--- src/rtl/cpu_pkg.sv ---
package cpu_pkg;

    localparam int XLEN        = 32;
    localparam int NUM_REGS    = 32;
    localparam int ISSUE_WIDTH = 2;

    typedef logic [XLEN-1:0] word_t;
    typedef logic [4:0]      reg_addr_t;

    typedef enum logic [2:0] {
        ALU_NOP,
        ALU_ADD,
        ALU_SUB,
        ALU_OR,
        ALU_LUI   // Pass the immediate through
    } alu_op_e;

    // Opcode fields, matched against the top of the instruction word
    localparam logic [16:0] OPC_ADD_W   = 17'h00020;  // instr[31:15]
    localparam logic [16:0] OPC_SUB_W   = 17'h00022;
    localparam logic [16:0] OPC_OR      = 17'h0002a;
    localparam logic [9:0]  OPC_ADDI_W  = 10'h00a;    // instr[31:22]
    localparam logic [6:0]  OPC_LU12I_W = 7'h0a;      // instr[31:25]

    typedef struct packed {
        word_t pc;
        word_t instr;
    } ib_entry_t;

    typedef struct packed {
        word_t     pc;
        alu_op_e   op;
        reg_addr_t rd;
        reg_addr_t rj;
        reg_addr_t rk;
        word_t     imm;
        logic      use_imm;  // Immediate replaces the rk operand
        logic      wen;
    } uop_t;

    typedef struct packed {
        logic      valid;
        word_t     pc;
        logic      wen;
        reg_addr_t wnum;
        word_t     wdata;
    } wb_t;

endpackage

--- src/rtl/instr_buffer.sv ---
`timescale 1ns/1ps

module instr_buffer #(
    parameter int IB_DEPTH = 8
) (
    input  logic                                            clk,
    input  logic                                            rst,
    input  logic [1:0]                                      push_valid_i,
    input  cpu_pkg::word_t                                  push_pc_i,
    input  cpu_pkg::word_t                                  push_instr0_i,
    input  cpu_pkg::word_t                                  push_instr1_i,
    input  logic [1:0]                                      accept_i,
    output logic                                            full_o,
    output cpu_pkg::ib_entry_t [cpu_pkg::ISSUE_WIDTH-1:0]   head_o,
    output logic [1:0]                                      head_valid_o
);

    localparam int PTR_W = $clog2(IB_DEPTH);
    localparam int CNT_W = PTR_W + 1;

    cpu_pkg::ib_entry_t mem [IB_DEPTH];

    logic [PTR_W-1:0] rd_ptr, wr_ptr;
    logic [PTR_W-1:0] rd_ptr_nx, wr_ptr_nx;
    logic [CNT_W-1:0] count;
    logic [1:0]       push_cnt, pop_cnt;
    logic             push_ok;

    assign rd_ptr_nx = rd_ptr + 1'b1;  // Wraps for free, depth is a power of two
    assign wr_ptr_nx = wr_ptr + 1'b1;

    // Stall while a full pair could not fit
    assign full_o  = count > CNT_W'(IB_DEPTH - 2);
    assign push_ok = !full_o;

    assign push_cnt = push_ok ? {1'b0, push_valid_i[0]} + {1'b0, push_valid_i[1]} : 2'd0;
    assign pop_cnt  = {1'b0, accept_i[0]} + {1'b0, accept_i[1]};

    assign head_o[0]       = mem[rd_ptr];
    assign head_o[1]       = mem[rd_ptr_nx];
    assign head_valid_o[0] = count != '0;
    assign head_valid_o[1] = count > CNT_W'(1);

    always_ff @(posedge clk) begin
        if (push_ok && push_valid_i[0]) begin
            mem[wr_ptr] <= '{pc: push_pc_i, instr: push_instr0_i};
        end
        if (push_ok && push_valid_i[1]) begin
            mem[wr_ptr_nx] <= '{pc: push_pc_i + 32'd4, instr: push_instr1_i};  // Second slot
        end
    end

    always_ff @(posedge clk) begin
        if (rst) begin
            rd_ptr <= '0;
            wr_ptr <= '0;
            count  <= '0;
        end else begin
            rd_ptr <= rd_ptr + PTR_W'(pop_cnt);
            wr_ptr <= wr_ptr + PTR_W'(push_cnt);
            count  <= count + CNT_W'(push_cnt) - CNT_W'(pop_cnt);
        end
    end

endmodule

--- config.mk ---
export PLATFORM = sky130hd
export DESIGN_NAME = instr_buffer
export DESIGN_NICKNAME = d
export VERILOG_FILES = /design/src/rtl/cpu_pkg.sv /design/src/rtl/instr_buffer.sv
export SDC_FILE = /design/constraint.sdc
export NUM_CORES = 1
export LEC_CHECK = 0
export ABC_AREA = 1
export BUFFER_PORTS_ARGS = -buffer_cell sky130_fd_sc_hd__buf_2
export CORE_MARGIN = 1.5
export CORE_UTILIZATION = 50
export DETAILED_ROUTE_END_ITERATION = 8
export GPL_ROUTABILITY_DRIVEN = 0
export PLACE_DENSITY_LB_ADDON = 0.05
export SYNTH_ARGS = -nofsm -noshare
export SYNTH_HDL_FRONTEND = slang
export SYNTH_SLANG_ARGS = --single-unit
--- constraint.sdc ---
create_clock -name clk -period 19.3 [get_ports clk]
set_input_delay 0.965 -clock clk [delete_from_list [all_inputs] [get_ports clk]]
set_output_delay 0.965 -clock clk [all_outputs]
set_load 0.01 [all_outputs]
==> impl_metrics.py <==
metrics = {
    "route": {
        "first_pass_iters": 6,
        "drtIter0Drc": 3081,
        "route.vias.total": 28383,
        "wl_um": 104000,
        "ant_nets": 0,
        "wl_per_cell_um": 21.17,
        "viasPerCell": 5.776,
        "drc": 0,
    },
    "synth": {
        "yosysTopAreaCell": "edfxtp_1",
        "synth_compound_area_share_pct": 23.07,
        "muxShareOfSynthArea_pct": 0,
        "synthesis.area_um2": 31820,
        "synth_seq_cells": 522,
        "syn_inst": 4028,
        "yosysWarnings": 0,
        "synth_top_family_by_area": "compound AO/OA/AOI/OAI gates",
        "avgSynthCellArea_um2": 7.900,
        "synthTopCellsByArea": "edfxtp_1 (48%), o21ai_0 (15%), nand2_1 (11%)",
        "yosys.area_share.adder_pct": 0.8021,
        "synthSimpleGateAreaFrac_pct": 18.48,
        "seq_area_frac_synth_pct": 48.94,
        "yosysTopAreaCellShare_pct": 48.32,
        "synthXorXnorAreaFrac_pct": 0.6802,
        "synth_cell_types": 35,
        "synth.net_count": 4148,
    },
    "power": {
        "total_leakage_power_nw": 12.83,
        "clockPowerShare_pct": 25.0,
        "swShare_pct": 39.42,
        "intPower_mw": 2.678,
        "p_sw_mw": 1.743,
        "combPwrFrac_pct": 38.2,
        "power_mw": 4.422,
        "p_per_area_nw_per_um2": 127.7,
        "peakVddDrop_mv": 0.1099,
        "p_seq_share_pct": 36.8,
    },
    "worst_setup_path": {
        "critPathKind": "flip-flop to output port",
        "required_ns": 18.33,
        "worstPathArrival_ns": 6.03,
        "startpoint_type": "flip-flop",
        "worstPathMaxFanout": 234,
        "ff2ff_setup_slack_ns": 14.92,
        "end_kind": "output port",
    },
    "final_layout": {
        "final_common_cell": "nand2_1",
        "fin_cells": 4914,
        "area_delta_synth_final_pct": 8.847,
        "multi_input_area_um2": 13820,
        "layout-drive-gt1-share_pct": 10.05,
        "seqCellArea_um2": 15590,
        "nFillCells": 5948,
        "final_cell_mix": "nand2_1 (948), o21ai_0 (942), edfxtp_1 (512)",
        "fin_nets": 4131,
    },
    "status": {
        "status": "completed",
    },
    "sta": {
        "maxSlewHeadroom_pct": 19.15,
        "setup_ws_ns": 12.30,
        "max_clock_freq_mhz": 142.9,
        "tightest_slew_ns": 1.210,
        "final-max-slew-violation-count": 0,
        "period_needed_ns": 6.999,
        "period_share_pct": 36.27,
        "rsz0062_at_grt": "false",
        "hold_violations": 0,
        "skew_ns": 0.01017,
        "fin_setup_tns_ns": 0,
        "finalSetupViolations": 0,
    },
    "floorplan": {
        "core_area_um2": 62970,
        "initial_core_util_pct": 50.54,
        "ioPinCount": 233,
        "die_area_um2": 65170,
        "placement_rows": 92,
        "die_x_um": 255.3,
        "fp.dieH_um": 255.3,
    },
    "place": {
        "io_buffers": 232,
        "dp_cells": 4796,
        "dp_hpwl_um": 58360,
        "place_ws_ns": 12.87,
    },
    "clocking": {
        "max-clock-path-buffers": 3,
        "clk_pin_slew_worst_paths_ns": 0.06,
        "cts_resized": 0,
        "numCtsBuffers": 59,
        "cts_setup_buffers": 0,
        "ctsHoldBuffers": 0,
        "root_buffer": "clkbuf_16",
        "clk_latency_ns": 0.64,
        "cts_sinks": 522,
        "htreeDepth": 2,
        "cts_tree": "done",
    },
    "hold_path": {
        "hold_class": "input port to flip-flop",
    },
    "grt": {
        "grt-ovfl-total": 0,
        "grt_pass1_vias": 25767,
        "antenna_found_initial": 12,
        "grt_pass1_wl_um": 155500,
        "grt_max_degree": 235,
        "grt.total_usage_pct": 31.69,
    },
    "flow_run": {
        "drv_cap": 0,
    },
}
power groups by stage:
| stage | clock (mW) | combinational, mW | sequential (mW) |
|---|---|---|---|
| 2_1_floorplan | 0 | 1.10 | 1.66 |
| 3_3_place_gp | 0 | 1.67 | 1.64 |
| 3_5_place_dp | 0 | 1.68 | 1.65 |
| 4_1_cts | 1.12 | 1.68 | 1.63 |
| 5_1_grt | 1.16 | 1.86 | 1.65 |
| 6_report | 1.11 | 1.69 | 1.63 |
path summary, 6_finish.rpt:
check                from          to  cells after the start
max             rd_ptr[0]  head_o[67]                     10
min          push_pc_i[0]  mem[6][32]                      1
max reg2reg      count[3]  mem[4][13]                      8
min reg2reg      count[0]    count[0]                      3
kinds of logic after synthesis:
family / after synthesis
adder cells (fa/ha/maj): 18
AO/OA/AOI/OAI: 1428
buffers and inverters: 566
AND/OR/NAND/NOR: 1471
flip-flops: 522
XOR/XNOR: 23
state kept, by name, summed over array words and instances (netlist names):
register and count:
rd_ptr 3, mem 512, count 4, wr_ptr 3
area by class of cell:
cell class | instances | share of cell area (%)
Antenna cell | 7 | 0.05057
Clock inverter | 30 | 0.7405
Multi-Input combinational cell | 2940 | 39.89
Clock buffer | 81 | 4.620
Tap cell | 846 | 3.056
Sequential cell | 522 | 45.00
Timing Repair Buffer | 274 | 4.299
Inverter | 214 | 2.348
metal layers:
layer | part of all wire (%) | vias up | routed length (um) | global-route usage, %
met5 | 0.044 | - | 46 | 0
li1 | - | 13690 | - | -
met3 | 8.1 | 200 | 8459 | 5.044
met2 | 47 | 1197 | 49310 | 52.07
met4 | 3.1 | 8 | 3214 | 11.67
met1 | 41 | 13288 | 42990 | 42.35
cell usage after synthesis (all sizes together):
| cell | number |
|---|---|
| a21oi | 258 |
| a21o | 2 |
| o21ai | 1098 |
| edfxtp | 512 |
| o21a | 64 |
| nor3b | 1 |
| clkbuf | 151 |
| nand4 | 8 |
| nor2 | 385 |
| fa | 4 |
| inv | 214 |
| ha | 14 |
| nand2 | 957 |
| dfxtp | 10 |
| xnor2 | 3 |
| o21bai | 6 |
| xor2 | 20 |
| and2 | 2 |
| nand3b | 4 |
| nand3 | 113 |
| buf | 201 |
| nor3 | 1 |
stage by stage:
stage	util, %	cell area, um^2	hold WS [ns]
after global placement	52.03	32760	0.6131
after CTS	54.98	34620	0.5714
final	55.01	34640	0.6056
after global routing	55.00	34630	0.5979
after floorplan	-	31820	0.5768
after detailed placement	52.03	32760	0.6203
critical path, stage by stage, from the launching register on:
cell      delay, ns
dfxtp_4        0.95
buf_4          0.78
buf_12         0.72
ha_4           0.64
clkinv_2       0.92
buf_4          0.62
nor2_1         0.15
o21ai_0        0.09
nand3_1        0.12
o21a_1         0.19
buf_2          0.15
(Power assumes the default switching activity.)
