`src/rtl/cpu_pkg.sv`:
```
package cpu_pkg;

    localparam int XLEN        = 32;
    localparam int NUM_REGS    = 32;
    localparam int ISSUE_WIDTH = 2;

    typedef logic [XLEN-1:0] word_t;
    typedef logic [4:0]      reg_addr_t;

    typedef enum logic [2:0] {
        ALU_NOP,
        ALU_ADD,
        ALU_SUB,
        ALU_OR,
        ALU_LUI   // Pass the immediate through
    } alu_op_e;

    // Opcode fields, matched against the top of the instruction word
    localparam logic [16:0] OPC_ADD_W   = 17'h00020;  // instr[31:15]
    localparam logic [16:0] OPC_SUB_W   = 17'h00022;
    localparam logic [16:0] OPC_OR      = 17'h0002a;
    localparam logic [9:0]  OPC_ADDI_W  = 10'h00a;    // instr[31:22]
    localparam logic [6:0]  OPC_LU12I_W = 7'h0a;      // instr[31:25]

    typedef struct packed {
        word_t pc;
        word_t instr;
    } ib_entry_t;

    typedef struct packed {
        word_t     pc;
        alu_op_e   op;
        reg_addr_t rd;
        reg_addr_t rj;
        reg_addr_t rk;
        word_t     imm;
        logic      use_imm;  // Immediate replaces the rk operand
        logic      wen;
    } uop_t;

    typedef struct packed {
        logic      valid;
        word_t     pc;
        logic      wen;
        reg_addr_t wnum;
        word_t     wdata;
    } wb_t;

endpackage

```
`src/rtl/exec_if.sv`:
```
`timescale 1ns/1ps

interface exec_if;

    logic [cpu_pkg::ISSUE_WIDTH-1:0]                slot_valid;
    cpu_pkg::uop_t  [cpu_pkg::ISSUE_WIDTH-1:0]      uop;
    cpu_pkg::word_t [cpu_pkg::ISSUE_WIDTH-1:0]      src_a;
    cpu_pkg::word_t [cpu_pkg::ISSUE_WIDTH-1:0]      src_b;
    cpu_pkg::word_t [cpu_pkg::ISSUE_WIDTH-1:0]      result;  // Combinational ALU out

    modport issue (
        output slot_valid, uop, src_a, src_b,
        input  result
    );

    modport exec (
        input  slot_valid, uop, src_a, src_b,
        output result
    );

endinterface

```
`src/rtl/decoder.sv`:
```
`timescale 1ns/1ps

module decoder (
    input  cpu_pkg::word_t instr_i,
    input  cpu_pkg::word_t pc_i,
    output cpu_pkg::uop_t  uop_o
);

    cpu_pkg::reg_addr_t rd, rj, rk;

    assign rd = instr_i[4:0];
    assign rj = instr_i[9:5];
    assign rk = instr_i[14:10];

    always_comb begin
        // Unused sources stay at r0 so they never look like a dependency
        uop_o    = '0;
        uop_o.pc = pc_i;
        uop_o.rd = rd;
        if (instr_i[31:15] == cpu_pkg::OPC_ADD_W) begin
            uop_o.op  = cpu_pkg::ALU_ADD;
            uop_o.rj  = rj;
            uop_o.rk  = rk;
            uop_o.wen = 1'b1;
        end else if (instr_i[31:15] == cpu_pkg::OPC_SUB_W) begin
            uop_o.op  = cpu_pkg::ALU_SUB;
            uop_o.rj  = rj;
            uop_o.rk  = rk;
            uop_o.wen = 1'b1;
        end else if (instr_i[31:15] == cpu_pkg::OPC_OR) begin
            uop_o.op  = cpu_pkg::ALU_OR;
            uop_o.rj  = rj;
            uop_o.rk  = rk;
            uop_o.wen = 1'b1;
        end else if (instr_i[31:22] == cpu_pkg::OPC_ADDI_W) begin
            uop_o.op      = cpu_pkg::ALU_ADD;
            uop_o.rj      = rj;
            uop_o.imm     = {{20{instr_i[21]}}, instr_i[21:10]};  // si12
            uop_o.use_imm = 1'b1;
            uop_o.wen     = 1'b1;
        end else if (instr_i[31:25] == cpu_pkg::OPC_LU12I_W) begin
            uop_o.op      = cpu_pkg::ALU_LUI;
            uop_o.imm     = {instr_i[24:5], 12'b0};  // si20 in the upper bits
            uop_o.use_imm = 1'b1;
            uop_o.wen     = 1'b1;
        end
        if (rd == '0) begin
            uop_o.wen = 1'b0;  // r0 is never written
        end
    end

endmodule

```
`src/rtl/dispatch.sv`:
```
`timescale 1ns/1ps

module dispatch (
    input  logic                                            clk,
    input  logic                                            rst,
    input  cpu_pkg::ib_entry_t [cpu_pkg::ISSUE_WIDTH-1:0]   head_i,
    input  logic [1:0]                                      head_valid_i,
    input  cpu_pkg::word_t [3:0]                            rf_rdata_i,
    input  cpu_pkg::wb_t [cpu_pkg::ISSUE_WIDTH-1:0]         wb_i,
    output logic [1:0]                                      accept_o,
    output cpu_pkg::reg_addr_t [3:0]                        rf_raddr_o,
    exec_if.issue                                           ex
);

    cpu_pkg::uop_t  [cpu_pkg::ISSUE_WIDTH-1:0] uop;
    cpu_pkg::word_t [3:0]                      opnd;
    logic                                      dep;

    for (genvar i = 0; i < cpu_pkg::ISSUE_WIDTH; i++) begin : g_dec
        decoder u_decoder (
            .instr_i (head_i[i].instr),
            .pc_i    (head_i[i].pc),
            .uop_o   (uop[i])
        );
        assign rf_raddr_o[2*i]   = uop[i].rj;
        assign rf_raddr_o[2*i+1] = uop[i].rk;
    end

    // Slot 1 reading what slot 0 writes waits a cycle
    assign dep = uop[0].wen && (uop[0].rd == uop[1].rj || uop[0].rd == uop[1].rk);

    assign accept_o[0] = head_valid_i[0];
    assign accept_o[1] = head_valid_i[0] && head_valid_i[1] && !dep;

    // Lowest priority first so the youngest producer overrides
    // wen is only ever set for a nonzero rd
    always_comb begin
        for (int p = 0; p < 4; p++) begin
            opnd[p] = rf_rdata_i[p];
            for (int s = 0; s < cpu_pkg::ISSUE_WIDTH; s++) begin
                if (wb_i[s].wen && wb_i[s].wnum == rf_raddr_o[p]) begin
                    opnd[p] = wb_i[s].wdata;
                end
            end
            for (int s = 0; s < cpu_pkg::ISSUE_WIDTH; s++) begin
                if (ex.slot_valid[s] && ex.uop[s].wen && ex.uop[s].rd == rf_raddr_o[p]) begin
                    opnd[p] = ex.result[s];
                end
            end
        end
    end

    always_ff @(posedge clk) begin
        if (rst) begin
            ex.slot_valid <= '0;
        end else begin
            ex.slot_valid <= accept_o;  // Slot not issued goes in as a bubble
        end
    end

    always_ff @(posedge clk) begin
        for (int i = 0; i < cpu_pkg::ISSUE_WIDTH; i++) begin
            ex.uop[i]   <= uop[i];
            ex.src_a[i] <= opnd[2*i];
            ex.src_b[i] <= uop[i].use_imm ? uop[i].imm : opnd[2*i+1];
        end
    end

endmodule

```
`src/flat_wrapper.sv`:
```
// flat-port wrapper written by rule: the top's interface ports become plain ports
module dispatch_flat 
  (clk, rst, head_i, head_valid_i, rf_rdata_i, wb_i, accept_o, rf_raddr_o, ex_slot_valid, ex_uop, ex_src_a, ex_src_b, ex_result);
  exec_if ex_i ();
  input  logic clk;
  input  logic rst;
  input  cpu_pkg::ib_entry_t [cpu_pkg::ISSUE_WIDTH-1:0] head_i;
  input  logic [1:0] head_valid_i;
  input  cpu_pkg::word_t [3:0] rf_rdata_i;
  input  cpu_pkg::wb_t [cpu_pkg::ISSUE_WIDTH-1:0] wb_i;
  output logic [1:0] accept_o;
  output cpu_pkg::reg_addr_t [3:0] rf_raddr_o;
  output wire logic [$bits(ex_i.slot_valid)-1:0] ex_slot_valid;
  output wire logic [$bits(ex_i.uop)-1:0] ex_uop;
  output wire logic [$bits(ex_i.src_a)-1:0] ex_src_a;
  output wire logic [$bits(ex_i.src_b)-1:0] ex_src_b;
  input wire logic [$bits(ex_i.result)-1:0] ex_result;
  assign ex_slot_valid = ex_i.slot_valid;
  assign ex_uop = ex_i.uop;
  assign ex_src_a = ex_i.src_a;
  assign ex_src_b = ex_i.src_b;
  assign ex_i.result = ex_result;
  dispatch u_core (.clk(clk), .rst(rst), .head_i(head_i), .head_valid_i(head_valid_i), .rf_rdata_i(rf_rdata_i), .wb_i(wb_i), .accept_o(accept_o), .rf_raddr_o(rf_raddr_o), .ex(ex_i));
endmodule
```
`config.mk`:
```
export PLATFORM = sky130hd
export DESIGN_NAME = dispatch_flat
export DESIGN_NICKNAME = d
export VERILOG_FILES = /design/src/rtl/cpu_pkg.sv /design/src/rtl/exec_if.sv /design/src/rtl/decoder.sv /design/src/rtl/dispatch.sv /design/src/flat_wrapper.sv
export SDC_FILE = /design/constraint.sdc
export NUM_CORES = 1
export LEC_CHECK = 0
export ABC_CLOCK_PERIOD_IN_PS = 3600
export BUFFER_PORTS_ARGS = -buffer_cell sky130_fd_sc_hd__buf_4
export CAP_MARGIN = 20
export CORE_AREA = 5 5 302 304
export DETAILED_ROUTE_END_ITERATION = 10
export DIE_AREA = 0 0 307 309
export PLACE_DENSITY = 0.33
export SYNTH_ARGS = -nofsm -noshare
export SYNTH_HDL_FRONTEND = slang
export SYNTH_HIERARCHICAL = 1
export SYNTH_SLANG_ARGS = --single-unit
```
`constraint.sdc`:
```
create_clock -name clk -period 3.6 [get_ports clk]
set_input_delay 0.72 -clock clk [delete_from_list [all_inputs] [get_ports clk]]
set_output_delay 0.72 -clock clk [all_outputs]
set_load 0.005 [all_outputs]
```
==> tab_implementation.tex <==
\begin{tabular}{lr}
\hline
Metric & Value \\
\hline
\multicolumn{2}{l}{\textbf{Yosys}} \\
\quad Cell taking the most area after synthesis & dfxtp\_1 \\
\quad Synthesized flop and latch total & 298 \\
\quad Gate Count Post-Synth & 1625 \\
\quad Fraction of synthesized cell area taken by the top area cell type & 41.45\% \\
\quad Post-synth EDFFs & 0 \\
\quad Cell with the most instances after synthesis & dfxtp\_1 \\
\quad Share of flip-flops with an asynchronous set or reset after synthesis & 0\% \\
\quad Synthesized Nets & between 2000 and 2500 \\
\quad Post-synthesis instance area & around 14000 um2 \\
\quad Sequential fraction of the synthesis area & between 40 and 50\% \\
\quad Top FF cell, synth & dfxtp\_1 \\
\quad Leading post-synthesis cells by instance count & dfxtp\_1, nor2\_1, a21oi\_1 \\
\quad Synth top area cells & dfxtp\_1, a21oi\_1, buf\_4 \\
\quad Post-synth cell types & 44 \\
\quad Syn avg cell area & 8.856 um2 \\
\quad Yosys warnings & 6 \\
\multicolumn{2}{l}{\textbf{CTS}} \\
\quad CTS tree & yes \\
\quad H-tree depth & 2 \\
\quad Max Buffers Root-to-Sink & 3 \\
\quad Count of clock tree sinks & a little under 300 \\
\quad Number of buffers inserted for hold repair after clock tree synthesis & 0 \\
\quad Root Buffer Master & clkbuf\_16 \\
\quad Num CTS Buffers & 40 \\
\quad Clock transition at the registers of the reported paths & roughly 0.06 ns \\
\quad Skew-Pair Late Insertion Delay & $\sim$0.56 ns \\
\multicolumn{2}{l}{\textbf{Floorplanning}} \\
\quad Horiz. Die Dim & $\sim$300 um \\
\quad Die area & $\sim$95000 um2 \\
\quad Number of ports placed on the die boundary & about 790 \\
\quad Initial Util & approximately 16\% \\
\quad Height of the chip & 309 um \\
\quad Placeable core area & between 80000 and 90000 um2 \\
\quad Standard-cell rows & approximately 110 \\
\multicolumn{2}{l}{\textbf{STA}} \\
\quad Setup-failing EPs final & 0 \\
\quad Clk\_skew & between 0.015 and 0.02 ns \\
\quad Period minus WS final & $\sim$3.5 ns \\
\quad RSZ-0062 raised after global routing & false \\
\quad Worst relative slew slack & between 50\% and 60\% \\
\quad F\_max & $\sim$0.29 GHz \\
\quad Final Max Slew Viols & 0 \\
\quad Transition at the pin with the smallest max-transition slack & between 0.6 and 0.7 ns \\
\quad Final Hold Vio Count & 0 \\
\quad Share of the clock period used by the worst path after layout & 96.89\% \\
\multicolumn{2}{l}{\textbf{Detailed routing}} \\
\quad Sum of routed wire length over all layers & around 110000 um \\
\quad Routed wire per std cell & between 30 and 40 um \\
\quad Via count & around 17000 \\
\quad Number of routed nets with antenna violations & 0 \\
\quad Number of vias per cell & 4.650 \\
\quad \# DRC & 0 \\
\quad First drt pass iteration count & 5 \\
\quad Number of design-rule violations left by the first detailed-router iteration & about 1300 \\
\multicolumn{2}{l}{\textbf{GRT}} \\
\quad Total routing resource utilization after global routing & 21.68\% \\
\quad Congestion Overflow GR & 0 \\
\quad Via count of the first global-routing pass & 17534 \\
\quad Initial antenna violation count & 11 \\
\quad Largest net degree at the start of global routing & 46 \\
\quad Global-route wire length before repair & between 100000 and 150000 um \\
\multicolumn{2}{l}{\textbf{Critical path}} \\
\quad Worst Setup Start Kind & primary input \\
\quad Endpoint required time on the critical path & between 2 and 3 ns \\
\quad Kind of critical path & in -> out \\
\quad Kind of capture point of the worst setup path & output port \\
\quad Worst r2r path cells & 8 \\
\quad Data arrival time at the worst-slack endpoint & around 2.8 ns \\
\quad Maximum fanout count along the critical path & 5 \\
\multicolumn{2}{l}{\textbf{Placed design}} \\
\quad Dpl hpwl & 88450 um \\
\quad Buffers added on ports & $\sim$700 \\
\quad Placed instance area & 22840 um2 \\
\quad Weighted congestion at the end of routability-driven global placement & about 0.87 \\
\multicolumn{2}{l}{\textbf{Final layout}} \\
\quad Final net count & a little under 3000 \\
\quad Final Instance Area & 24380 um2 \\
\quad Post-synthesis to final-layout area growth & 69.42\% \\
\quad Util after Layout & $\sim$28\% \\
\quad Fillcell total & between 9000 and 10000 \\
\quad Fraction of final layout cells with drive strength greater than 1 & 45.92\% \\
\multicolumn{2}{l}{\textbf{Power}} \\
\quad Total power density per cell area & around 370 nW/um2 \\
\quad Leakage & between 10 and 15 nW \\
\quad IR drop worst, VDD & roughly 340 uV \\
\multicolumn{2}{l}{\textbf{Job}} \\
\quad Number of maximum-capacitance violations & 0 \\
\multicolumn{2}{l}{\textbf{Min path}} \\
\quad Hold-critical path depth & 1 \\
\quad Class of the worst hold path & in -> reg \\
\multicolumn{2}{l}{\textbf{Run status}} \\
\quad Status & finished, final reports clean \\
\hline
\end{tabular}
per-layer routing:
layer	global-route usage (%)	up-vias	routed length, um
met5	0	-	47
li1	-	7571	-
met1	27.51	8333	45960
met4	4.782	6	2463
met2	38.69	819	54680
met3	3.731	122	6547
state kept, by name, summed over array words and instances, names as in the netlist:
name,count
u_core/ex.uop,168
u_core/ex.src_a,64
u_core/ex.src_b,64
u_core/ex.slot_valid,2
cell usage in the layout (no fill, tap or decap), types with 6 or more instances in the layout:
cell type	netlist	final
buf_4	80	936
dfxtp_1	298	298
nor2_1	133	130
a21oi_1	128	128
o22ai_1	74	73
nand3_1	71	69
a211oi_1	66	64
a22oi_1	64	64
o31ai_1	66	64
buf_12	0	60
xnor2_1	56	51
a21boi_0	51	50
clkbuf_16	0	41
and2_1	54	38
xor2_1	35	35
a21o_1	34	34
o221ai_1	32	32
and3_1	34	32
or3_1	32	32
o311ai_1	32	30
a32o_1	23	23
a21boi_1	14	15
nand4_1	11	11
and2_4	2	10
and2_2	0	8
nor4_1	10	8
nand2_1	12	8
diode_2	0	7
inv_1	9	7
clkbuf_1	84	6
xnor2_2	1	6
area by class of cell:
class,count,area (um2),share of cell area [%]
repair buffers,999,8262,33.88
clock inverters,17,210.2,0.8621
multi-input cells,1077,7318,30.01
flip-flops and latches,298,5966,24.47
diodes,7,17.52,0.07184
well taps,1165,1458,5.978
inverters,9,33.78,0.1386
clock buffers,52,1117,4.583
worst max-delay path, stage by stage:
cell and delay (ns):
buf_4 0.12, nor4_4 0.30, nand4_1 0.22, o21bai_4 0.27, buf_6 0.16, and2_4 0.18
xnor2_2 0.11, nand3_1 0.12, o22ai_2 0.19, a21boi_1 0.09, and2_1 0.15, buf_6 0.11
what timing repair did:
action,4_1_cts,5_1_grt
setup buffers,0,8
pin swaps,2,15
resized for setup,23,15
setup endpoints to repair,43,63
cells by family after synthesis:
| logic type | share of synthesized area [%] |
|---|---|
| xor gates and xnor gates | 5.651 |
| buffers and inverters | 9.529 |
| and+or+nand+nor | 14.14 |
| DFF | 41.45 |
| AOI/OAI and AO/OA | 29.23 |
report_power, final:
group / internal (W) / switching, W / total, W
clock: 0.00247 / 0.00164 / 0.00412
sequential: 0.00345 / 0.0000732 / 0.00352
combinational: 0.000727 / 0.000663 / 0.00139
worst paths after layout:
kind	startpoint	endpoint	slack, ns
setup / recovery	head_i[95]	accept_o[1]	0.11
hold / removal	head_i[60]	u_core/ex.uop[80]	0.26
setup reg to reg	u_core/ex.uop[132]	u_core/ex.src_a[0]	1.25
hold reg to reg	u_core/ex.uop[0]	u_core/ex.src_b[32]	1.14
metrics by stage:
| stage | cells | total power (W) | worst slack [ns] | TNS [ns] | hold slack [ns] |
|---|---|---|---|---|---|
| CTS | 3609 | 0.009191 | -0.06630 | -0.3298 | 0.2147 |
| global route | 3618 | 0.009397 | 0.0001648 | 0 | 0.2230 |
| global placement | 3540 | 0.004993 | -1.057 | -63.23 | 0.8253 |
| floorplan | 1625 | 0.003956 | 0.4140 | 0 | 0.7870 |
| finish | 3624 | 0.009028 | 0.1120 | 0 | 0.2643 |
| detailed placement | 3540 | 0.004989 | -0.9161 | -62.60 | 0.8256 |
No activity file was read; power rests on OpenSTA's default activity.
