[src/rtl/cpu_pkg.sv]
package cpu_pkg;

    localparam int XLEN        = 32;
    localparam int NUM_REGS    = 32;
    localparam int ISSUE_WIDTH = 2;

    typedef logic [XLEN-1:0] word_t;
    typedef logic [4:0]      reg_addr_t;

    typedef enum logic [2:0] {
        ALU_NOP,
        ALU_ADD,
        ALU_SUB,
        ALU_OR,
        ALU_LUI   // Pass the immediate through
    } alu_op_e;

    // Opcode fields, matched against the top of the instruction word
    localparam logic [16:0] OPC_ADD_W   = 17'h00020;  // instr[31:15]
    localparam logic [16:0] OPC_SUB_W   = 17'h00022;
    localparam logic [16:0] OPC_OR      = 17'h0002a;
    localparam logic [9:0]  OPC_ADDI_W  = 10'h00a;    // instr[31:22]
    localparam logic [6:0]  OPC_LU12I_W = 7'h0a;      // instr[31:25]

    typedef struct packed {
        word_t pc;
        word_t instr;
    } ib_entry_t;

    typedef struct packed {
        word_t     pc;
        alu_op_e   op;
        reg_addr_t rd;
        reg_addr_t rj;
        reg_addr_t rk;
        word_t     imm;
        logic      use_imm;  // Immediate replaces the rk operand
        logic      wen;
    } uop_t;

    typedef struct packed {
        logic      valid;
        word_t     pc;
        logic      wen;
        reg_addr_t wnum;
        word_t     wdata;
    } wb_t;

endpackage

[src/rtl/exec_if.sv]
`timescale 1ns/1ps

interface exec_if;

    logic [cpu_pkg::ISSUE_WIDTH-1:0]                slot_valid;
    cpu_pkg::uop_t  [cpu_pkg::ISSUE_WIDTH-1:0]      uop;
    cpu_pkg::word_t [cpu_pkg::ISSUE_WIDTH-1:0]      src_a;
    cpu_pkg::word_t [cpu_pkg::ISSUE_WIDTH-1:0]      src_b;
    cpu_pkg::word_t [cpu_pkg::ISSUE_WIDTH-1:0]      result;  // Combinational ALU out

    modport issue (
        output slot_valid, uop, src_a, src_b,
        input  result
    );

    modport exec (
        input  slot_valid, uop, src_a, src_b,
        output result
    );

endinterface

[src/rtl/execute.sv]
`timescale 1ns/1ps

module execute (
    input  logic                                        clk,
    input  logic                                        rst,
    exec_if.exec                                        ex,
    output cpu_pkg::wb_t [cpu_pkg::ISSUE_WIDTH-1:0]     wb_o
);

    function automatic cpu_pkg::word_t alu(
        input cpu_pkg::alu_op_e op,
        input cpu_pkg::word_t   a,
        input cpu_pkg::word_t   b
    );
        case (op)
            cpu_pkg::ALU_ADD: return a + b;
            cpu_pkg::ALU_SUB: return a - b;
            cpu_pkg::ALU_OR:  return a | b;
            cpu_pkg::ALU_LUI: return b;  // Immediate already shifted by decode
            default:          return '0;
        endcase
    endfunction

    // Same lane logic for both slots
    always_comb begin
        for (int i = 0; i < cpu_pkg::ISSUE_WIDTH; i++) begin
            ex.result[i] = alu(ex.uop[i].op, ex.src_a[i], ex.src_b[i]);
        end
    end

    always_ff @(posedge clk) begin
        for (int i = 0; i < cpu_pkg::ISSUE_WIDTH; i++) begin
            if (rst) begin
                wb_o[i].valid <= 1'b0;
                wb_o[i].wen   <= 1'b0;
            end else begin
                wb_o[i].valid <= ex.slot_valid[i];
                wb_o[i].wen   <= ex.slot_valid[i] && ex.uop[i].wen;
            end
            wb_o[i].pc    <= ex.uop[i].pc;
            wb_o[i].wnum  <= ex.uop[i].rd;
            wb_o[i].wdata <= ex.result[i];
        end
    end

endmodule

[src/flat_wrapper.sv]
// flat-port wrapper written by rule: the top's interface ports become plain ports
module execute_flat 
  (clk, rst, wb_o, ex_slot_valid, ex_uop, ex_src_a, ex_src_b, ex_result);
  exec_if ex_i ();
  input  logic clk;
  input  logic rst;
  output cpu_pkg::wb_t [cpu_pkg::ISSUE_WIDTH-1:0] wb_o;
  input wire logic [$bits(ex_i.slot_valid)-1:0] ex_slot_valid;
  input wire logic [$bits(ex_i.uop)-1:0] ex_uop;
  input wire logic [$bits(ex_i.src_a)-1:0] ex_src_a;
  input wire logic [$bits(ex_i.src_b)-1:0] ex_src_b;
  output wire logic [$bits(ex_i.result)-1:0] ex_result;
  assign ex_i.slot_valid = ex_slot_valid;
  assign ex_i.uop = ex_uop;
  assign ex_i.src_a = ex_src_a;
  assign ex_i.src_b = ex_src_b;
  assign ex_result = ex_i.result;
  execute u_core (.clk(clk), .rst(rst), .ex(ex_i), .wb_o(wb_o));
endmodule
[config.mk]
export PLATFORM = sky130hd
export DESIGN_NAME = execute_flat
export DESIGN_NICKNAME = d
export VERILOG_FILES = /design/src/rtl/cpu_pkg.sv /design/src/rtl/exec_if.sv /design/src/rtl/execute.sv /design/src/flat_wrapper.sv
export SDC_FILE = /design/constraint.sdc
export NUM_CORES = 1
export LEC_CHECK = 0
export ABC_AREA = 1
export ABC_CLOCK_PERIOD_IN_PS = 9800
export BUFFER_PORTS_ARGS = -buffer_cell sky130_fd_sc_hd__buf_2
export CAP_MARGIN = 20
export CORE_AREA = 2 2 198 200
export DETAILED_ROUTE_END_ITERATION = 8
export DIE_AREA = 0 0 200 202
export SLEW_MARGIN = 20
export SYNTH_ARGS = -nofsm -noshare
export SYNTH_HDL_FRONTEND = slang
export SYNTH_SLANG_ARGS = --single-unit
[constraint.sdc]
create_clock -name clk -period 9.8 [get_ports clk]
set_input_delay 1.96 -clock clk [delete_from_list [all_inputs] [get_ports clk]]
set_output_delay 1.96 -clock clk [all_outputs]
set_load 0.01 [all_outputs]
==> results.cfg, run 1 <==
[floorplanning]
floorplan.io_pins = 506
dieArea_mm2 = 0.0404
initial_utilization_pct = 28.3
fp.dieH_um = 202
core_mm2 = 0.0383
die_x_um = 200
row_count = 72

[route]
drt_first_pass_iters = 6
drt_wl_total_um = 41600
detail-route-antenna-nets = 0
via_count = 12520
wl_per_cell_um = 15.1
viasPerCell = 4.55
drc = 0
drtIter0Drc = 734

[clock_network]
cts-root-buf = clkbuf_16
cts_buffers = 17
cts_setup_buffers = 0
cts_num_sinks = 142
cts-resized-gates = 0
cts_tree = built
clockBufferDepth = 2
htreeDepth = 4
postCtsHoldBufs = 0
clkTransAtPathRegs_ns = 0.08

[cells_and_area]
largest_registers = u_core.wb_o: 142 flops
layout_common_cells = nand2_1 (609), buf_2 (419), inv_1 (326)
syn2layout_area_growth_pct = 30.6
final_cells = 2753
largest_register_ffs = 142
drive_gt1_share_pct = 22.4
final_nets = 2587
final_common_cell = nand2_1
largest-register = u_core.wb_o

[critical_path]
required_ns = 7.84
path_delay_family = simple AND/OR/NAND/NOR gates
critPathKind = input port to primary output
slowest_delay_ns = 0.46
start_kind = input port
slowest_stage = nand2_2
crit_path_start = ex_uop[135]
end_kind = primary output
cp.arrival_ns = 5.35
cpMostUsedCell = nand2_1
critPathMaxFanout = 23
path_cells = buf_2 -> nor2_1 -> nand2_2 -> inv_2 -> or2_2 -> xor2_1 -> ha_1 -> nand2_1 -> nand2_1 -> inv_1 -> nand2_2 -> nand2_1 -> nand2_1 -> nand2_1 -> nand2_1 -> nand2_1 -> nand3_1 -> nand3_1 -> nand2_1 -> buf_2
path_buf_inv = 4

[worst_hold_path]
hold_class = input port to flop
worstHoldStart = ex_uop[75]

[logic_synthesis]
synth_edf_count = 0
synth_top_area_share_pct = 26.2
synth_cell_types = 39
synth_warnings = 0
avgSynthCellArea_um2 = 6.03
synth_nets = 2167
synth_area_leaders = dfxtp_1 (26%), nand2_1 (21%), inv_1 (11%)
async_flop_share_pct = 0
ys_ff_latch = 142
syn_inst = 1799
synthFlopType = dfxtp_1
syn_area_mm2 = 0.0108
seq_area_frac_synth_pct = 26.2
yosysTopAreaCell = dfxtp_1

[placed_design]
placed_cells = 2718
hpwl_um = 35300
gp_congestion = 0.951
dp_slack_ns = 2.52
io_buffers = 419

[timing]
period_share_pct = 74.6
fmax_mhz = 137
tightest_slew_ns = 0.680
setup_ws_ns = 2.49
min_period_ns = 7.31
slew_viol_final = 0
finalSetupViolCount = 0
hold_violations = 0
fin_setup_tns_ns = 0
rsz0062_at_grt = false
slew_headroom_pct = 54.3

[global_route]
grtUsageTotal_pct = 20.4
grt_pass1_vias = 12235
grt_pass1_wl_um = 63500
grt_start_max_net_pins = 33
antenna_found_initial = 4
grt_overflow_total = 0

[flow_run]
maxCapViolations = 0

[status]
outcome = complete, no violations

[power]
powerDensity_mw_per_mm2 = 144
leakage_nw = 8.13
worst_ir_drop_vdd_uv = 123
## area by class of cell
class | count | area (um2)
sequential | 142 | 2840
clock buffer | 17 | 425
fill | 4262 | 24100
timing repair buffer | 425 | 2140
multi-input combinational | 1303 | 6660
inverter | 330 | 1240
tap | 518 | 648
clock inverter | 15 | 193
antenna | 3 | 7.51
## power breakdown
part | total [mW] | switching (mW) | internal (mW) | leakage [nW]
Sequential | 0.646 | 0.0135 | 0.632 | 1.19
Clock | 0.676 | 0.308 | 0.368 | 0.302
Combinational | 0.716 | 0.461 | 0.255 | 6.64
Total | 2.04 | 0.783 | 1.26 | 8.13
## through the flow
step,hold slack (ns),power [mW],utilization [%],area [um2]
final,1.61,2.04,37.0,14200
after global routing,1.57,2.18,36.9,14100
after CTS,1.56,2.07,36.9,14100
after detailed placement,2.06,1.37,35.3,13500
after global placement,2.06,1.37,35.3,13500
after floorplan,1.99,1.09,-,10800
## kinds of logic after synthesis
group                      count (synthesis)  share of synthesized area, %
and+or+nand+nor                          990                          38.5
buffers and inverters                    354                          12.5
AOI/OAI and AO/OA                        187                          10.1
DFF                                      142                          26.2
adders and majority gates                 68                          7.99
xor gates and xnor gates                  58                          4.69
## synthesized netlist by cell type, types with 10 or more instances
library cell and count:
nand3_1 112, o21ai_0 68, ha_1 66, inv_1 326
nand2_1 609, nand3b_1 21, xor2_1 58, nand4_1 19
nor3_1 16, a21oi_1 53, o221ai_1 10, o21bai_1 18
nor2_1 176, dfxtp_1 142, buf_2 13
## metal layers
layer / GRT usage (%) / vias to the layer above / share of wire (%)
li1: - / 6433 / -
met1: 24.6 / 5651 / 43
met2: 34.9 / 371 / 48
met3: 4.66 / 65 / 6.2
met4: 8.10 / 0 / 3.2
met5: 0 / - / 0
## path summary, 6_finish.rpt
path,endpoint,depth (start not counted),slack [ns]
min,u_core.wb_o[61],1,1.61
max,ex_result[59],20,2.49
Note: power is estimated with default switching activity, not from simulation.
==> run 2: changes to the inputs <==
ABC_CLOCK_PERIOD_IN_PS = 6150   (was 9800)
CORE_AREA = 2 2 197 199   (was 2 2 198 200)
DIE_AREA = 0 0 199 201   (was 0 0 200 202)
clock period = 6.15 ns   (was 9.8 ns; I/O delays follow)
==> results.cfg, run 2 (synthesized netlist as in run 1, its figures left out) <==
[worst_hold_path]
worstHoldStart = ex_uop[72]
whs_endpoint = u_core.wb_o[58]
hold_class = input port to flop
hold_depth = 1

[global_route]
grt_overflow_total = 0
grt_pass1_wl_um = 63700
antenna_found_initial = 7
met2_usage_pct = 35.2
grtUsageMet3_pct = 4.70
use_met1_pct = 25.3
grt_start_max_net_pins = 33
grt_most_used_layer = met2
grt_pass1_vias = 12239
grtUsageTotal_pct = 20.7

[cells_and_area]
final_nets = 2590
drive_gt1_share_pct = 22.6
final_common_cell = nand2_1
syn2layout_area_growth_pct = 31.2
largest_register_ffs = 142
final.fill_count = 4242
largest_registers = u_core.wb_o: 142 flops
largest-register = u_core.wb_o
utilization_pct = 37.3
layout_common_cells = nand2_1 (609), buf_2 (419), inv_1 (326)

[power]
powerDensity_mw_per_mm2 = 235
leakage_nw = 8.16
worst_ir_drop_vdd_uv = 193
p_sw_mw = 1.23
p_int_mw = 2.11
p_comb_share_pct = 34.3
total_power_mw = 3.34
pwr-share-clk_pct = 34.9
netSwitchingFraction_pct = 36.9
seqPwrFrac_pct = 30.7

[floorplanning]
die_x_um = 199
row_count = 72
floorplan.io_pins = 506
initial_utilization_pct = 28.4
core_mm2 = 0.0381
fp.dieH_um = 201
dieArea_mm2 = 0.0400

[route]
detail-route-antenna-nets = 0
drt_wl_total_um = 41800
via_count = 12530
drc = 0
wl_per_cell_um = 15.2
drtIter0Drc = 663
drt_first_pass_iters = 6
viasPerCell = 4.54

[critical_path]
end_kind = primary output
cpMostUsedCell = nand2_1
required_ns = 4.92
slowest_delay_ns = 0.34
critPathMaxFanout = 5
critPathKind = input port to primary output
cp.arrival_ns = 4.54
path_cells = buf_2 -> inv_1 -> ha_1 -> nand3_2 -> nor2_4 -> nand3_2 -> nor2_2 -> a21oi_1 -> xor2_1 -> ha_1 -> a21oi_1 -> nand2_1 -> a21oi_1 -> nor2_1 -> nor2_1 -> nand2_1 -> nand2_1 -> nand3_1 -> nand2_1 -> buf_2
start_kind = input port
slowest_stage = ha_1

[status]
outcome = complete, no violations

[clock_network]
postCtsHoldBufs = 0
cts_tree = built
cts-resized-gates = 0
clkTransAtPathRegs_ns = 0.07
htreeDepth = 4
cts_num_sinks = 142
clockBufferDepth = 2
cts_setup_buffers = 0
cts-root-buf = clkbuf_16
cts_buffers = 17

[timing]
hold_violations = 0
period_share_pct = 93.8
fmax_mhz = 173
finalSetupViolCount = 0
slew_viol_final = 0
min_period_ns = 5.77
tightest_slew_ns = 0.574
rsz0062_at_grt = false
slew_headroom_pct = 61.7
fin_setup_tns_ns = 0

[flow_run]
maxCapViolations = 0

[placed_design]
hpwl_um = 35300
gp_congestion = 0.982
io_buffers = 419
==> run 2: changes by cell type in the layout (fill, tap and decap cells not counted), sizes merged <==
cell / before / now
bufinv: 1 / 4
diode: 3 / 6
buf: 425 / 428
clkinv: 6 / 0
inv: 338 / 339
clkinvlp: 0 / 2
==> run 2: worst max-delay path by stage <==
stage	start	to	slack (ns)	depth (start not counted)
CTS	ex_src_b[32]	ex_result[59]	0.43	20
floorplan	ex_src_b[1]	ex_result[26]	1.41	22
global placement	ex_src_b[32]	ex_result[57]	0.46	22
detailed placement	ex_src_b[32]	ex_result[59]	0.44	20
global route	ex_src_b[32]	ex_result[59]	0.06	20
finish	ex_src_b[32]	ex_result[59]	0.38	20
==> run 2: final cells by class <==
class                      instances  area (um2)  share of cell area, %
inverter                         330        1240                   8.71
timing repair buffer             428        2160                   15.2
sequential                       142        2840                   20.0
clock buffer                      17         425                   2.99
tap                              518         648                   4.56
antenna                            6        15.0                  0.106
clock inverter                    15         221                   1.56
multi-input combinational       1303        6660                   46.9
==> run 2: power by group through the flow <==
| stage | logic (mW) | registers, mW | clock network, mW |
|---|---|---|---|
| after CTS | 1.15 | 1.03 | 1.21 |
| after floorplan | 0.645 | 1.10 | 0 |
| after global placement | 1.13 | 1.05 | 0 |
| after global routing | 1.28 | 1.03 | 1.24 |
| final | 1.15 | 1.03 | 1.17 |
| after detailed placement | 1.14 | 1.05 | 0 |
==> run 2: metal layers <==
metal / part of all wire, % / vias up
met5: 0.029 / -
met4: 2.6 / 2
met3: 6.7 / 57
met2: 48 / 403
met1: 43 / 5621
li1: - / 6447
==> run 2: metrics by stage <==
stage	hold slack [ns]	worst slack, ns	instance area, um2	cells
floorplan	1.26	1.41	10800	1799
global placement	1.33	0.460	13600	2721
detailed placement	1.33	0.440	13600	2721
CTS	0.833	0.428	14200	2753
global route	0.839	0.0559	14200	2756
finish	0.870	0.379	14200	2759
==> run 2: critical path, delay by kind of cell <==
family	cells	cell delay, ns
simple gates	11	1.50
compound gates	3	0.66
fa+ha+maj	2	0.63
buf+inv	3	0.35
xor+xnor	1	0.16
==> run 3: changes to the inputs <==
CELL_PAD_IN_SITES_DETAIL_PLACEMENT = 1   (was unset)
CELL_PAD_IN_SITES_GLOBAL_PLACEMENT = 1   (was unset)
CORE_AREA = unset   (was 2 2 197 199)
CORE_MARGIN = 2   (was unset)
CORE_UTILIZATION = 28   (was unset)
DIE_AREA = unset   (was 0 0 199 201)
PLACE_DENSITY_LB_ADDON = 0.1   (was unset)
==> results.cfg, run 3 (synthesized netlist as in run 1, its figures left out) <==
[clock_network]
cts_num_sinks = 142
htreeDepth = 4
cts_setup_buffers = 0
postCtsHoldBufs = 0
cts_tree = built
clockBufferDepth = 2
cts_buffers = 17
cts-root-buf = clkbuf_16
clkTransAtPathRegs_ns = 0.07
cts-resized-gates = 0

[route]
drc = 0
detail-route-antenna-nets = 0
drt_first_pass_iters = 4
via_count = 12673
drtIter0Drc = 501
viasPerCell = 4.60
drt_wl_total_um = 47200
wl_per_cell_um = 17.1

[critical_path]
path_delay_family = simple AND/OR/NAND/NOR gates
crit_path_start = ex_src_b[32]
required_ns = 4.92
cp.arrival_ns = 4.49
slowest_stage = ha_1
path_buf_inv = 3
critPathMaxFanout = 5
slowest_delay_ns = 0.41
critPathKind = input port to primary output
start_kind = input port
cpMostUsedCell = nand2_1
path_cells = buf_2 -> inv_1 -> ha_1 -> nand3_2 -> nor2_4 -> nand3_2 -> nor2_2 -> nand4_1 -> nand2_1 -> xor2_1 -> ha_1 -> nand2_1 -> nor2_1 -> nand2_1 -> nand3b_1 -> nand3_1 -> nand3_1 -> nand2_1 -> buf_2
end_kind = primary output

[cells_and_area]
largest-register = u_core.wb_o
final_cell_area_mm2 = 0.0142
layout_common_cells = nand2_1 (609), buf_2 (419), inv_1 (326)
syn2layout_area_growth_pct = 30.9
largest_register_ffs = 142
multi_input_area_mm2 = 0.00666
final_common_cell = nand2_1
final.fill_count = 5229
regArea_mm2 = 0.00284
largest_registers = u_core.wb_o: 142 flops
final_nets = 2593
drive_gt1_share_pct = 22.6

[timing]
slew_viol_final = 0
fmax_mhz = 175
period_share_pct = 93.0
slew_headroom_pct = 41.4
rsz0062_at_grt = false
fin_setup_tns_ns = 0
hold_violations = 0
finalSetupViolCount = 0
min_period_ns = 5.72
tightest_slew_ns = 0.879

[power]
leakage_nw = 8.16
powerDensity_mw_per_mm2 = 234
worst_ir_drop_vdd_uv = 199

[global_route]
grt_overflow_total = 0
grt_pass1_wl_um = 72600
antenna_found_initial = 1
grt_start_max_net_pins = 33
grtUsageTotal_pct = 23.3
grt_pass1_vias = 13247

[placed_design]
io_buffers = 419
hpwl_um = 40300
gp_congestion = 0.878
place_area_mm2 = 0.0136

[worst_hold_path]
whs_endpoint = u_core.wb_o[110]
hold_depth = 1
worstHoldStart = ex_uop[137]
hold_class = input port to flop

[floorplanning]
dieArea_mm2 = 0.0403
die_x_um = 201
initial_utilization_pct = 28.2
row_count = 72
fp.dieH_um = 201
floorplan.io_pins = 506
core_mm2 = 0.0385

[flow_run]
maxCapViolations = 0

[status]
outcome = complete, no violations
[run 3: changes by cell type in the layout (fill, tap and decap cells not counted), sizes merged]
cell	change
diode	-4
buf	+3
bufinv	-2
clkinv	+2
clkinvlp	-1
[run 3: how the worst max path moves through the flow]
stage	depth (start not counted)	end	slack (ns)
after floorplan	22	ex_result[26]	1.41
after global placement	19	ex_result[57]	0.42
after detailed placement	19	ex_result[57]	0.40
after CTS	19	ex_result[57]	0.39
after global routing	24	ex_result[25]	0.14
final	19	ex_result[57]	0.43
[run 3: power by group]
group	internal, mW	switching [mW]	total, mW
combinational	0.410	0.768	1.18
clock	0.614	0.495	1.11
sequential	1.01	0.0188	1.03
[run 3: through the flow]
step	power (mW)	hold WS, ns	instances	worst slack, ns	util, %
finish	3.31	0.874	2757	0.429	36.9
global route	3.53	0.846	2756	0.140	36.9
CTS	3.36	0.844	2755	0.387	36.9
detailed placement	2.23	1.33	2724	0.402	35.3
global placement	2.21	1.33	2724	0.417	35.3
floorplan	1.74	1.26	1799	1.41	-
[run 3: area by class of cell]
class,instances,share of cell area (%)
clock buffers,17,3.00
diodes,2,0.0353
clock inverters,14,1.23
well taps,518,4.57
multi-input cells,1303,47.0
flip-flops and latches,142,20.0
inverters,330,8.73
repair buffers,431,15.4
[run 3: routing by layer]
| metal | vias to the layer above | routed length, um | track usage (%) |
|---|---|---|---|
| met2 | 280 | 23600 | 41.8 |
| met1 | 5912 | 20800 | 28.5 |
| met5 | - | 0 | 0 |
| met4 | 0 | 1110 | 7.20 |
| li1 | 6427 | - | - |
| met3 | 54 | 1720 | 3.52 |
